### src/hw/udp_gen_pkg.sv
package udp_gen_pkg;

    // Widths with a meaning of their own
    typedef logic [47:0] mac_t;
    typedef logic [31:0] ipv4_t;
    typedef logic [63:0] word_t;
    typedef logic [7:0]  keep_t;
    typedef logic [4:0]  beat_idx_t;  // Beat 0 to 21
    typedef logic [4:0]  reg_addr_t;
    typedef logic [31:0] reg_data_t;
    typedef logic [15:0] csum_t;

    // Addresses kept in wire order, first byte in bits 7:0
    typedef struct packed {
        mac_t  dst_mac;
        ipv4_t src_ip;
        ipv4_t dst_ip;
    } net_cfg_t;

    typedef struct packed {
        net_cfg_t net;
        csum_t    csum;  // Header checksum as sent, big-endian value
    } hdr_cfg_t;

    typedef struct packed {
        word_t tdata;
        keep_t tkeep;
        logic  tlast;
    } axis_beat_t;

    typedef enum logic {
        tx_idle,
        tx_send
    } tx_state_t;

    // Register map, byte offsets
    localparam reg_addr_t reg_sent    = 5'h00;
    localparam reg_addr_t reg_delay   = 5'h08;
    localparam reg_addr_t reg_dmac_lo = 5'h0C;  // Wire bytes 2 to 5
    localparam reg_addr_t reg_dmac_hi = 5'h10;  // Wire bytes 0 and 1
    localparam reg_addr_t reg_src_ip  = 5'h14;
    localparam reg_addr_t reg_dst_ip  = 5'h18;

    // Fixed header fields, most significant byte goes out first
    localparam mac_t        src_mac      = 48'h001A_2B3C_4D5E;
    localparam logic [15:0] ether_type   = 16'h0800;
    localparam logic [15:0] ip_ver_ihl   = 16'h4500;  // Version 4, IHL 5, TOS 0
    localparam logic [15:0] ip_total_len = 16'd156;
    localparam logic [15:0] ip_ident     = 16'd1;
    localparam logic [15:0] ip_flags     = 16'h4000;  // Don't fragment
    localparam logic [7:0]  ip_ttl       = 8'd255;
    localparam logic [7:0]  ip_proto     = 8'd17;     // UDP
    localparam logic [15:0] udp_port     = 16'd60133;
    localparam logic [15:0] udp_len      = 16'd136;

    // Frame geometry
    localparam int    hdr_len     = 42;  // Ethernet + IP + UDP
    localparam int    frame_bytes = 170;
    localparam int    frame_beats = 22;
    localparam keep_t last_keep   = 8'h03;

    // Wire-order address to its big-endian value
    function automatic ipv4_t ip_be(ipv4_t a);
        return {a[7:0], a[15:8], a[23:16], a[31:24]};
    endfunction

endpackage

### src/hw/ip_checksum.sv
module ip_checksum import udp_gen_pkg::*; (
    input  logic     m00_axis_aclk,
    input  logic     m00_axis_aresetn,
    input  net_cfg_t net_cfg,
    output hdr_cfg_t hdr_cfg
);

    ipv4_t       src_be;
    ipv4_t       dst_be;
    logic [19:0] sum;    // Ten 16-bit words never exceed 20 bits
    logic [16:0] fold1;
    logic [15:0] fold2;

    assign src_be = ip_be(net_cfg.src_ip);
    assign dst_be = ip_be(net_cfg.dst_ip);

    // Checksum field itself counts as zero
    assign sum = 20'(ip_ver_ihl) + 20'(ip_total_len) + 20'(ip_ident) + 20'(ip_flags)
               + 20'({ip_ttl, ip_proto})
               + 20'(src_be[31:16]) + 20'(src_be[15:0])
               + 20'(dst_be[31:16]) + 20'(dst_be[15:0]);

    // End-around carry
    assign fold1 = 17'(sum[15:0]) + 17'(sum[19:16]);
    assign fold2 = fold1[15:0] + 16'(fold1[16]);  // Cannot carry again

    // Addresses and their checksum move together
    always_ff @(posedge m00_axis_aclk or negedge m00_axis_aresetn) begin
        if (!m00_axis_aresetn) begin
            hdr_cfg <= '0;
        end else begin
            hdr_cfg.net  <= net_cfg;
            hdr_cfg.csum <= ~fold2;
        end
    end

endmodule

### src/hw/udp_cfg_regs.sv
module udp_cfg_regs import udp_gen_pkg::*; #(
    parameter reg_data_t DEFAULT_DELAY   = 32'd10_000_000,
    parameter mac_t      DEFAULT_DST_MAC = 48'hFFFF_FFFF_FFFF,
    parameter ipv4_t     DEFAULT_SRC_IP  = 32'h6304_A8C0,  // 192.168.4.99
    parameter ipv4_t     DEFAULT_DST_IP  = 32'h0104_A8C0   // 192.168.4.1
) (
    input  logic      m00_axis_aclk,
    input  logic      m00_axis_aresetn,
    input  reg_addr_t awaddr,
    input  logic      awvalid,
    output logic      awready,
    input  reg_data_t wdata,
    input  logic      wvalid,
    output logic      wready,
    output logic      bvalid,
    input  logic      bready,
    input  reg_addr_t araddr,
    input  logic      arvalid,
    output logic      arready,
    output reg_data_t rdata,
    output logic      rvalid,
    input  logic      rready,
    input  reg_data_t sent_count,
    output reg_data_t delay,
    output net_cfg_t  net_cfg
);

    logic wr_en;
    logic rd_en;

    // One write and one read outstanding at most
    assign awready = !bvalid;
    assign wready  = !bvalid;
    assign arready = !rvalid;

    assign wr_en = awvalid && wvalid && !bvalid;
    assign rd_en = arvalid && !rvalid;

    always_ff @(posedge m00_axis_aclk or negedge m00_axis_aresetn) begin
        if (!m00_axis_aresetn) begin
            delay   <= DEFAULT_DELAY;
            net_cfg <= '{dst_mac: DEFAULT_DST_MAC, src_ip: DEFAULT_SRC_IP,
                         dst_ip: DEFAULT_DST_IP};
        end else if (wr_en) begin
            case (awaddr)
                reg_delay:   delay                 <= wdata;
                reg_dmac_lo: net_cfg.dst_mac[47:16] <= wdata;
                reg_dmac_hi: net_cfg.dst_mac[15:0]  <= wdata[15:0];
                reg_src_ip:  net_cfg.src_ip        <= wdata;
                reg_dst_ip:  net_cfg.dst_ip        <= wdata;
                default: ;  // Read-only or unmapped
            endcase
        end
    end

    // Write response
    always_ff @(posedge m00_axis_aclk or negedge m00_axis_aresetn) begin
        if (!m00_axis_aresetn) begin
            bvalid <= 1'b0;
        end else if (wr_en) begin
            bvalid <= 1'b1;
        end else if (bready) begin
            bvalid <= 1'b0;
        end
    end

    always_ff @(posedge m00_axis_aclk or negedge m00_axis_aresetn) begin
        if (!m00_axis_aresetn) begin
            rvalid <= 1'b0;
        end else if (rd_en) begin
            rvalid <= 1'b1;
        end else if (rready) begin
            rvalid <= 1'b0;
        end
    end

    // Read data captured with the address, held until rready
    always_ff @(posedge m00_axis_aclk) begin
        if (rd_en) begin
            case (araddr)
                reg_sent:    rdata <= sent_count;
                reg_delay:   rdata <= delay;
                reg_dmac_lo: rdata <= net_cfg.dst_mac[47:16];
                reg_dmac_hi: rdata <= {16'h0000, net_cfg.dst_mac[15:0]};
                reg_src_ip:  rdata <= net_cfg.src_ip;
                reg_dst_ip:  rdata <= net_cfg.dst_ip;
                default:     rdata <= '0;
            endcase
        end
    end

endmodule

### src/hw/udp_frame_words.sv
module udp_frame_words import udp_gen_pkg::*; (
    input  beat_idx_t beat_idx,
    input  hdr_cfg_t  hdr,
    output word_t     data_word
);

    // Header bytes in wire order, element 0 goes out first
    logic [0:hdr_len-1][7:0] hdr_b;

    assign hdr_b = {
        // Ethernet
        hdr.net.dst_mac[7:0],   hdr.net.dst_mac[15:8],  hdr.net.dst_mac[23:16],
        hdr.net.dst_mac[31:24], hdr.net.dst_mac[39:32], hdr.net.dst_mac[47:40],
        src_mac,
        ether_type,
        // IPv4
        ip_ver_ihl,
        ip_total_len,
        ip_ident,
        ip_flags,
        ip_ttl,
        ip_proto,
        hdr.csum,
        ip_be(hdr.net.src_ip),
        ip_be(hdr.net.dst_ip),
        // UDP, checksum unused
        udp_port,
        udp_port,
        udp_len,
        16'h0000
    };

    // Byte n of the frame lands in lane n mod 8 of beat n / 8
    always_comb begin
        logic [7:0]  n;
        logic [7:0]  p;
        logic [15:0] pay_short;

        for (int lane = 0; lane < 8; lane++) begin
            n = {beat_idx, 3'(lane)};
            p = n - 8'(hdr_len);  // Offset into the payload

            // Short 2k is k, short 2k+1 is 255-k
            pay_short = p[1] ? 16'(8'd255 - 8'(p[7:2])) : 16'(p[7:2]);

            if (n < 8'(hdr_len)) begin
                data_word[8*lane +: 8] = hdr_b[n];
            end else if (n < 8'(frame_bytes)) begin
                data_word[8*lane +: 8] = p[0] ? pay_short[15:8] : pay_short[7:0];
            end else begin
                data_word[8*lane +: 8] = 8'h00;  // Past the end of the frame
            end
        end
    end

endmodule

### src/hw/udp_stream_top.sv
module udp_stream_top import udp_gen_pkg::*; #(
    parameter reg_data_t DEFAULT_DELAY   = 32'd10_000_000,
    parameter mac_t      DEFAULT_DST_MAC = 48'hFFFF_FFFF_FFFF,
    parameter ipv4_t     DEFAULT_SRC_IP  = 32'h6304_A8C0,  // 192.168.4.99
    parameter ipv4_t     DEFAULT_DST_IP  = 32'h0104_A8C0   // 192.168.4.1
) (
    input  logic      m00_axis_aclk,
    input  logic      m00_axis_aresetn,
    input  reg_addr_t s00_axi_awaddr,
    input  logic      s00_axi_awvalid,
    output logic      s00_axi_awready,
    input  reg_data_t s00_axi_wdata,
    input  logic      s00_axi_wvalid,
    output logic      s00_axi_wready,
    output logic      s00_axi_bvalid,
    input  logic      s00_axi_bready,
    input  reg_addr_t s00_axi_araddr,
    input  logic      s00_axi_arvalid,
    output logic      s00_axi_arready,
    output reg_data_t s00_axi_rdata,
    output logic      s00_axi_rvalid,
    input  logic      s00_axi_rready,
    output logic      m00_axis_tvalid,
    output word_t     m00_axis_tdata,
    output keep_t     m00_axis_tkeep,
    output logic      m00_axis_tlast,
    input  logic      m00_axis_tready
);

    reg_data_t  sent_count;
    reg_data_t  delay;
    net_cfg_t   net_cfg;
    hdr_cfg_t   hdr_cfg;
    hdr_cfg_t   hdr_snap;
    beat_idx_t  beat_idx;
    word_t      data_word;
    axis_beat_t beat;

    udp_cfg_regs #(
        .DEFAULT_DELAY  (DEFAULT_DELAY),
        .DEFAULT_DST_MAC(DEFAULT_DST_MAC),
        .DEFAULT_SRC_IP (DEFAULT_SRC_IP),
        .DEFAULT_DST_IP (DEFAULT_DST_IP)
    ) regs0 (
        .m00_axis_aclk   (m00_axis_aclk),
        .m00_axis_aresetn(m00_axis_aresetn),
        .awaddr          (s00_axi_awaddr),
        .awvalid         (s00_axi_awvalid),
        .awready         (s00_axi_awready),
        .wdata           (s00_axi_wdata),
        .wvalid          (s00_axi_wvalid),
        .wready          (s00_axi_wready),
        .bvalid          (s00_axi_bvalid),
        .bready          (s00_axi_bready),
        .araddr          (s00_axi_araddr),
        .arvalid         (s00_axi_arvalid),
        .arready         (s00_axi_arready),
        .rdata           (s00_axi_rdata),
        .rvalid          (s00_axi_rvalid),
        .rready          (s00_axi_rready),
        .sent_count      (sent_count),
        .delay           (delay),
        .net_cfg         (net_cfg)
    );

    ip_checksum csum0 (
        .m00_axis_aclk   (m00_axis_aclk),
        .m00_axis_aresetn(m00_axis_aresetn),
        .net_cfg         (net_cfg),
        .hdr_cfg         (hdr_cfg)
    );

    udp_tx_sched sched0 (
        .m00_axis_aclk   (m00_axis_aclk),
        .m00_axis_aresetn(m00_axis_aresetn),
        .delay           (delay),
        .hdr_cfg         (hdr_cfg),
        .beat_idx        (beat_idx),
        .hdr_snap        (hdr_snap),
        .data_word       (data_word),
        .tready          (m00_axis_tready),
        .tvalid          (m00_axis_tvalid),
        .beat            (beat),
        .sent_count      (sent_count)
    );

    udp_frame_words words0 (
        .beat_idx (beat_idx),
        .hdr      (hdr_snap),
        .data_word(data_word)
    );

    // Stream beat onto the master port
    assign m00_axis_tdata = beat.tdata;
    assign m00_axis_tkeep = beat.tkeep;
    assign m00_axis_tlast = beat.tlast;

endmodule

### src/hw/udp_tx_sched.sv
module udp_tx_sched import udp_gen_pkg::*; (
    input  logic       m00_axis_aclk,
    input  logic       m00_axis_aresetn,
    input  reg_data_t  delay,
    input  hdr_cfg_t   hdr_cfg,
    output beat_idx_t  beat_idx,
    output hdr_cfg_t   hdr_snap,
    input  word_t      data_word,
    input  logic       tready,
    output logic       tvalid,
    output axis_beat_t beat,
    output reg_data_t  sent_count
);

    localparam beat_idx_t last_beat = beat_idx_t'(frame_beats - 1);

    reg_data_t timer;
    logic      trigger;
    logic      last;
    tx_state_t state;

    assign trigger = (delay != '0) && (timer == delay);

    // Interval timer
    always_ff @(posedge m00_axis_aclk or negedge m00_axis_aresetn) begin
        if (!m00_axis_aresetn) begin
            timer <= '0;
        end else if (delay == '0 || trigger) begin
            timer <= '0;  // Stopped, or wrapped
        end else begin
            timer <= timer + 1'b1;
        end
    end

    // Beat FSM, a trigger during a packet is lost
    always_ff @(posedge m00_axis_aclk or negedge m00_axis_aresetn) begin
        if (!m00_axis_aresetn) begin
            state      <= tx_idle;
            beat_idx   <= '0;
            sent_count <= '0;
        end else begin
            case (state)
                tx_idle: begin
                    if (trigger) begin
                        state    <= tx_send;
                        beat_idx <= '0;
                    end
                end
                tx_send: begin
                    if (tready) begin
                        if (beat_idx == last_beat) begin
                            state      <= tx_idle;
                            sent_count <= sent_count + 1'b1;
                        end else begin
                            beat_idx <= beat_idx + 1'b1;
                        end
                    end
                end
                default: state <= tx_idle;
            endcase
        end
    end

    // Header frozen for the whole packet
    always_ff @(posedge m00_axis_aclk) begin
        if (state == tx_idle && trigger) begin
            hdr_snap <= hdr_cfg;
        end
    end

    assign tvalid = (state == tx_send);
    assign last   = tvalid && (beat_idx == last_beat);

    assign beat.tdata = data_word;
    assign beat.tkeep = last ? last_keep : 8'hFF;  // Two bytes left in the final beat
    assign beat.tlast = last;

endmodule

### config.mk
export PLATFORM = sky130hd
export DESIGN_NAME = udp_stream_top
export DESIGN_NICKNAME = d
export VERILOG_FILES = /design/src/hw/udp_gen_pkg.sv /design/src/hw/ip_checksum.sv /design/src/hw/udp_cfg_regs.sv /design/src/hw/udp_frame_words.sv /design/src/hw/udp_stream_top.sv /design/src/hw/udp_tx_sched.sv
export SDC_FILE = /design/constraint.sdc
export NUM_CORES = 1
export LEC_CHECK = 0
export ABC_AREA = 1
export ABC_CLOCK_PERIOD_IN_PS = 10030
export BUFFER_PORTS_ARGS = -buffer_cell sky130_fd_sc_hd__buf_2
export CAP_MARGIN = 40
export CORE_MARGIN = 5
export CORE_UTILIZATION = 61
export DETAILED_ROUTE_END_ITERATION = 6
export PLACE_DENSITY = 0.86
export SLEW_MARGIN = 5
export SYNTH_ARGS = -nofsm -noshare
export SYNTH_HDL_FRONTEND = slang
export SYNTH_SLANG_ARGS = --single-unit
### constraint.sdc
create_clock -name m00_axis_aclk -period 10.03 [get_ports m00_axis_aclk]
set_clock_uncertainty 0.2 [all_clocks]
set_input_delay 0.5015 -clock m00_axis_aclk [delete_from_list [all_inputs] [get_ports m00_axis_aclk]]
set_output_delay 0.5015 -clock m00_axis_aclk [all_outputs]
set_load 0.02 [all_outputs]
# Yosys cells after proc, flatten, opt, wreduce, memory -nomap -nowiden

Cells that the tools add are included.

Register bits after elaboration: 504
Bits in latches: 0
Bits in writable memories: 0
ROM bits: 0
Input bits: 50
Output and inout bits: 111
Logic and storage cells: 186
Memories: 0

Add/subtract/negate cells: 25
Multipliers: 0
Divide/modulo/power cells: 0
Order comparisons: 24
Equality and inequality tests: 15
Shifts and indexed selects: 0
Mux-type cells: 71
Bitwise logic cells: 10
Reductions and logical operators: 21

Operators by type and width:

| cell                                                                         | count |
|---|---|
| 8-bit binary-select mux with 6-bit select                                    | 8 |
| 8-bit two-way mux                                                            | 41 |
| 32-bit one-hot mux with 6 select lines                                       | 1 |
| 16-bit two-way mux                                                           | 8 |
| 9-bit by 7-bit >= comparator with 1-bit output, second input constant        | 8 |
| 8-bit NOT with 9-bit output                                                  | 8 |
| 8-bit by 6-bit subtractor with 9-bit output, first input constant            | 8 |
| 32-bit by 1-bit adder with 32-bit output, second input constant              | 2 |
| 8-bit by 6-bit less-than comparator with 1-bit output, second input constant | 8 |
| 8-bit less-than comparator, second input constant                            | 8 |
| 8-bit by 6-bit subtractor with 8-bit output, second input constant           | 8 |
| 20-bit by 16-bit adder with 20-bit output                                    | 3 |
| 5-bit == test, second input constant                                         | 7 |
| 32-bit == test                                                               | 1 |
| 32-bit zero test                                                             | 1 |
| 32-bit two-way mux                                                           | 1 |
| 32-bit nonzero test                                                          | 1 |
| 5-bit by 4-bit == test with 1-bit output, second input constant              | 4 |
| 17-bit by 16-bit adder with 18-bit output, first input constant              | 1 |
| 16-bit by 4-bit adder with 17-bit output                                     | 1 |
| 16-bit by 1-bit adder with 16-bit output                                     | 1 |
| 16-bit NOT                                                                   | 1 |
| 5-bit two-way mux                                                            | 3 |
| 5-bit one-hot mux with 2 select lines                                        | 1 |
| 13 further kinds                                                             | 32 |

# Depth between registers and ports, before layout

Depth after elaboration: 7
Gate-level depth with buffers: 49
Gate-level depth less buffers: 49

# Hierarchy

A second synthesis with hierarchy kept.

Cell total of the unflattened synthesis: 2,696
Area total of the unflattened synthesis: 24,938.9 um2

Modules (own cells, without submodules):

| module          | instances | cells an instance | area an instance (um2) | seq. area each (um2) |
|---|---|---|---|---|
| udp_tx_sched    | 1         | 784               | 8,760.9                | 5,595.4 |
| udp_cfg_regs    | 1         | 986               | 8,448.1                | 4,705.8 |
| ip_checksum     | 1         | 559               | 6,019.5                | 3,203.1 |
| udp_frame_words | 1         | 367               | 1,710.4                | 0.0 |

# Worst setup path after synthesis

OpenSTA, ideal clock, no wires.

Path kind: reg-to-reg
Start: reg sched0.timer[23]
End: reg sched0.hdr_snap[0] (netlist name)
Setup time: 0.617 ns
Arrival time: 6.617 ns
Path slack: 2.596 ns
Stages on the path, launching flop included: 8
Path buffers: 1
Period minus slack after synthesis: 7.434 ns
Path through: dfrtp_1 -> clkbuf_1 -> xnor2_1 -> nand2_1 -> or2_2 -> nor4_2 -> nand3_1 -> nor2_1

Longest elaborated chain between the ends: 3

RTL lines:

| what                     | line               | source |
|---|---|---|
| start: declaration       | udp_tx_sched.sv:17 | `reg_data_t timer;` |
| start signal: assignment | udp_tx_sched.sv:31 | `timer <= timer + 1'b1;` |
| 32-bit == test           | udp_tx_sched.sv:22 | `assign trigger = (delay != '0) && (timer == delay);` |
| 1-bit logical AND        | udp_tx_sched.sv:22 |  |
| 1-bit logical AND        | udp_tx_sched.sv:66 | `if (state == tx_idle && trigger) begin` |

Every way passes these cells.
A chain may end at the register's enable or synchronous reset.

# Worst setup path in the final report

Start: reg regs0.net_cfg[41] (netlist name)
End: reg csum0.hdr_cfg[12] (netlist name)

Longest elaborated chain between the ends: 7

RTL lines:

| what                                                    | line              | source |
|---|---|---|
| 17-bit by 16-bit adder with 18-bit output               | ip_checksum.sv:20 | `+ 20'(src_be[31:16]) + 20'(src_be[15:0])` |
| 20-bit by 16-bit adder with 20-bit output               | ip_checksum.sv:20 |  |
| 20-bit by 16-bit adder with 20-bit output (2 in series) | ip_checksum.sv:21 | `+ 20'(dst_be[31:16]) + 20'(dst_be[15:0]);` |
| 16-bit by 4-bit adder with 17-bit output                | ip_checksum.sv:24 | `assign fold1 = 17'(sum[15:0]) + 17'(sum[19:16]);` |
| 16-bit by 1-bit adder with 16-bit output                | ip_checksum.sv:25 | `assign fold2 = fold1[15:0] + 16'(fold1[16]);` |
| 16-bit NOT                                              | ip_checksum.sv:33 | `hdr_cfg.csum <= ~fold2;` |

Every way passes these cells.

==> results.json <==
{
  "status": "complete, no violations",
  "hold_buffers": 5,
  "row_count": 71,
  "met2_length_um": 31700,
  "nFillCells": 2672,
  "met3WireLength_um": 6980,
  "drt_first_iter_violations": 1969,
  "avgSynthCellArea_um2": 10.1,
  "worstHoldPathType": "in2reg",
  "gp_congestion": 0.974,
  "yosysWarnings": 0,
  "grt_util_all_layers_pct": 33.9,
  "core_area_um2": 37400,
  "cts-root-buf": "clkbuf_16",
  "p_per_area_nw_per_um2": 268,
  "cp-start-kind": "flop",
  "ys_types": 59,
  "cp_slowest_stage_delay_ns": 0.52,
  "place_ws_ns": 2.14,
  "cp_common_cell": "nand2_1",
  "drc_errors": 0,
  "final_cell_mix": "nand2_1 (479), inv_1 (283), dfrtp_1 (271)",
  "dpl.cell_count": 2880,
  "start_util_pct": 61.3,
  "drt-pass1-iter-count": 6,
  "die-area_um2": 41500,
  "portBuffers": 158,
  "worstSkewPairLatency_ns": 0.59,
  "slew_violations": 0,
  "fmax_mhz": 124,
  "via_count": 17900,
  "ff_latch_area_um2": 13500,
  "synth_seq_cells": 504,
  "synthFlopType": "dfrtp_1",
  "cts_resized": 0,
  "crit_family": "simple AND/OR/NAND/NOR gates",
  "rsz0062_at_grt": "false",
  "place_hpwl_um": 51200,
  "numCtsBuffers": 49,
  "die_w_um": 204,
  "antenna_found_initial": 3,
  "wl_um": 70300,
  "multi_input_area_um2": 8010,
  "fin_crit_sh_pct": 80.3,
  "worst_hold_slack_ns": 0.00241,
  "min_period_ns": 8.05,
  "topRoutingLayerUsed": "met5",
  "grt_max_degree": 186,
  "critPathRequiredTime_ns": 10.28,
  "wl_met1_um": 26600,
  "wire_per_inst_um": 23.6,
  "clockBufferDepth": 3,
  "layout_setup_ws_ns": 1.98,
  "final_common_cell": "nand2_1",
  "max_slew.worst_pin.slew_ns": 1.00,
  "slew_headroom_pct": 33.2,
  "cp_slowest_cell": "o21ai_0",
  "synth_cells": 2270,
  "ant_nets": 0,
  "grt_pass1_vias": 17700,
  "die_h_um": 204,
  "peakVddDrop_mv": 0.140,
  "overflow": 0,
  "tns_ns": 0,
  "cts_tree": "yes",
  "pin_count": 161,
  "cts_setup_buffers": 0,
  "avgViaCountPerCell": 6.00,
  "worstPathMaxFanout": 5,
  "path_class": "reg2reg",
  "stdcell_count": 2977,
  "setup_viol": 0,
  "power_mw": 6.96,
  "hold_violations": 0,
  "critPathArrivalTime_ns": 8.30,
  "drive_gt1_share_pct": 16.2,
  "synth-edff-count": 160,
  "grt_pass1_wl_um": 106000,
  "clkTransAtPathRegs_ns": 0.06,
  "diodes": 0,
  "fin_nets": 2540,
  "yosysSeqAreaShare_pct": 58.9,
  "maxCapViolCount": 0,
  "synthesis.area_um2": 22900,
  "crit_path_end_kind": "flop",
  "h-tree-depth": 2,
  "async_reset_ff_share_pct": 68.3,
  "synthToLayoutAreaGrowth_pct": 13.5,
  "clock-sinks": 504,
  "p_leak_nw": 11.7,
  "critPathBufInv": 6
}
[logic make-up (layout without fill, tap and decap cells)]
kind of cell	Yosys count	in the layout	synth area share [%]
buffers and inverters	370	565	6.28
XOR/XNOR	84	84	3.21
other	1	2	0.0164
AO/OA/AOI/OAI	386	386	10.1
AND/OR/NAND/NOR	860	860	16.9
flip-flops	504	504	58.9
adder cells (fa/ha/maj)	65	65	4.63
[final cells by class]
type	instances	area share, %
flip-flops and latches	504	51.9
multi-input cells	1397	30.8
clock buffers	66	5.24
inverters	289	4.18
repair buffers	184	4.16
well taps	511	2.46
clock inverters	26	1.22
[layer usage]
layer / vias up / GRT usage (%)
li1: 7888 / -
met1: 8620 / 45.2
met2: 1118 / 52.0
met3: 238 / 7.51
met4: 2 / 19.8
met5: - / 0
[state kept, by name, summed over array words and instances (netlist names)]
signal             flops
regs0.rdata           32
sched0.timer          32
sched0.beat_idx        5
regs0.rvalid           1
regs0.net_cfg        112
sched0.sent_count     32
regs0.bvalid           1
sched0.tvalid          1
csum0.hdr_cfg        128
regs0.delay           32
sched0.hdr_snap      128
[metrics by stage]
step	area, um2	utilization (%)
after global routing	26000	69.5
after CTS	26000	69.5
after detailed placement	24300	64.9
final	26000	69.5
after floorplan	22900	-
after global placement	24200	64.7
[power breakdown]
| group | total (mW) | switching [mW] | internal [mW] |
|---|---|---|---|
| sequential | 2.56 | 0.201 | 2.36 |
| combinational | 2.49 | 1.75 | 0.742 |
| clock | 1.91 | 0.811 | 1.10 |
[worst paths after layout]
| kind | from | to | slack, ns | depth (start not counted) |
|---|---|---|---|---|
| worst max-delay path | regs0.net_cfg[41] | csum0.hdr_cfg[12] | 1.98 | 46 |
| worst min-delay path | s00_axi_wdata[31] | regs0.net_cfg[111] | 0.002 | 3 |
| worst max register to register | regs0.net_cfg[41] | csum0.hdr_cfg[12] | 1.98 | 46 |
| worst min register to register | regs0.net_cfg[42] | csum0.hdr_cfg[58] | 0.21 | 0 |
| max in group asynchronous | m00_axis_aresetn | csum0.hdr_cfg[97] | 7.86 | 3 |
| min in group asynchronous | m00_axis_aresetn | csum0.hdr_cfg[7] | 0.32 | 2 |
[Yosys cell counts, types with 9 or more instances]
cell / count / area (um2)
nor4_1: 19 / 119
nand3_2: 9 / 90.1
edfxtp_1: 160 / 4800
o221ai_1: 10 / 87.6
nor3b_1: 9 / 67.6
nor3_1: 45 / 225
nand2_1: 480 / 1800
a22oi_1: 15 / 113
dfrtp_1: 271 / 6780
xor2_1: 53 / 464
nand3_1: 74 / 370
clkbuf_1: 66 / 248
a221oi_1: 34 / 298
nor2_1: 146 / 548
a21oi_1: 57 / 285
o21ai_0: 208 / 1040
xnor2_1: 31 / 272
nand4_1: 27 / 169
inv_1: 283 / 1060
nor2_2: 14 / 87.6
buf_4: 9 / 67.6
dfstp_2: 73 / 1920
fa_1: 33 / 661
o2111ai_1: 13 / 114
nand2_2: 11 / 68.8
ha_1: 32 / 400
[worst register-to-register path: cells and delay by family, from the launching register on]
kind                       cells  cell delay, ns
and+or+nand+nor               26            2.94
DFF                            1            0.42
buffers and inverters          6            0.39
adders and majority gates      7            2.28
AOI/OAI and AO/OA              4            1.19
xor gates and xnor gates       3            0.49
Power figures use the tool's default switching activity.
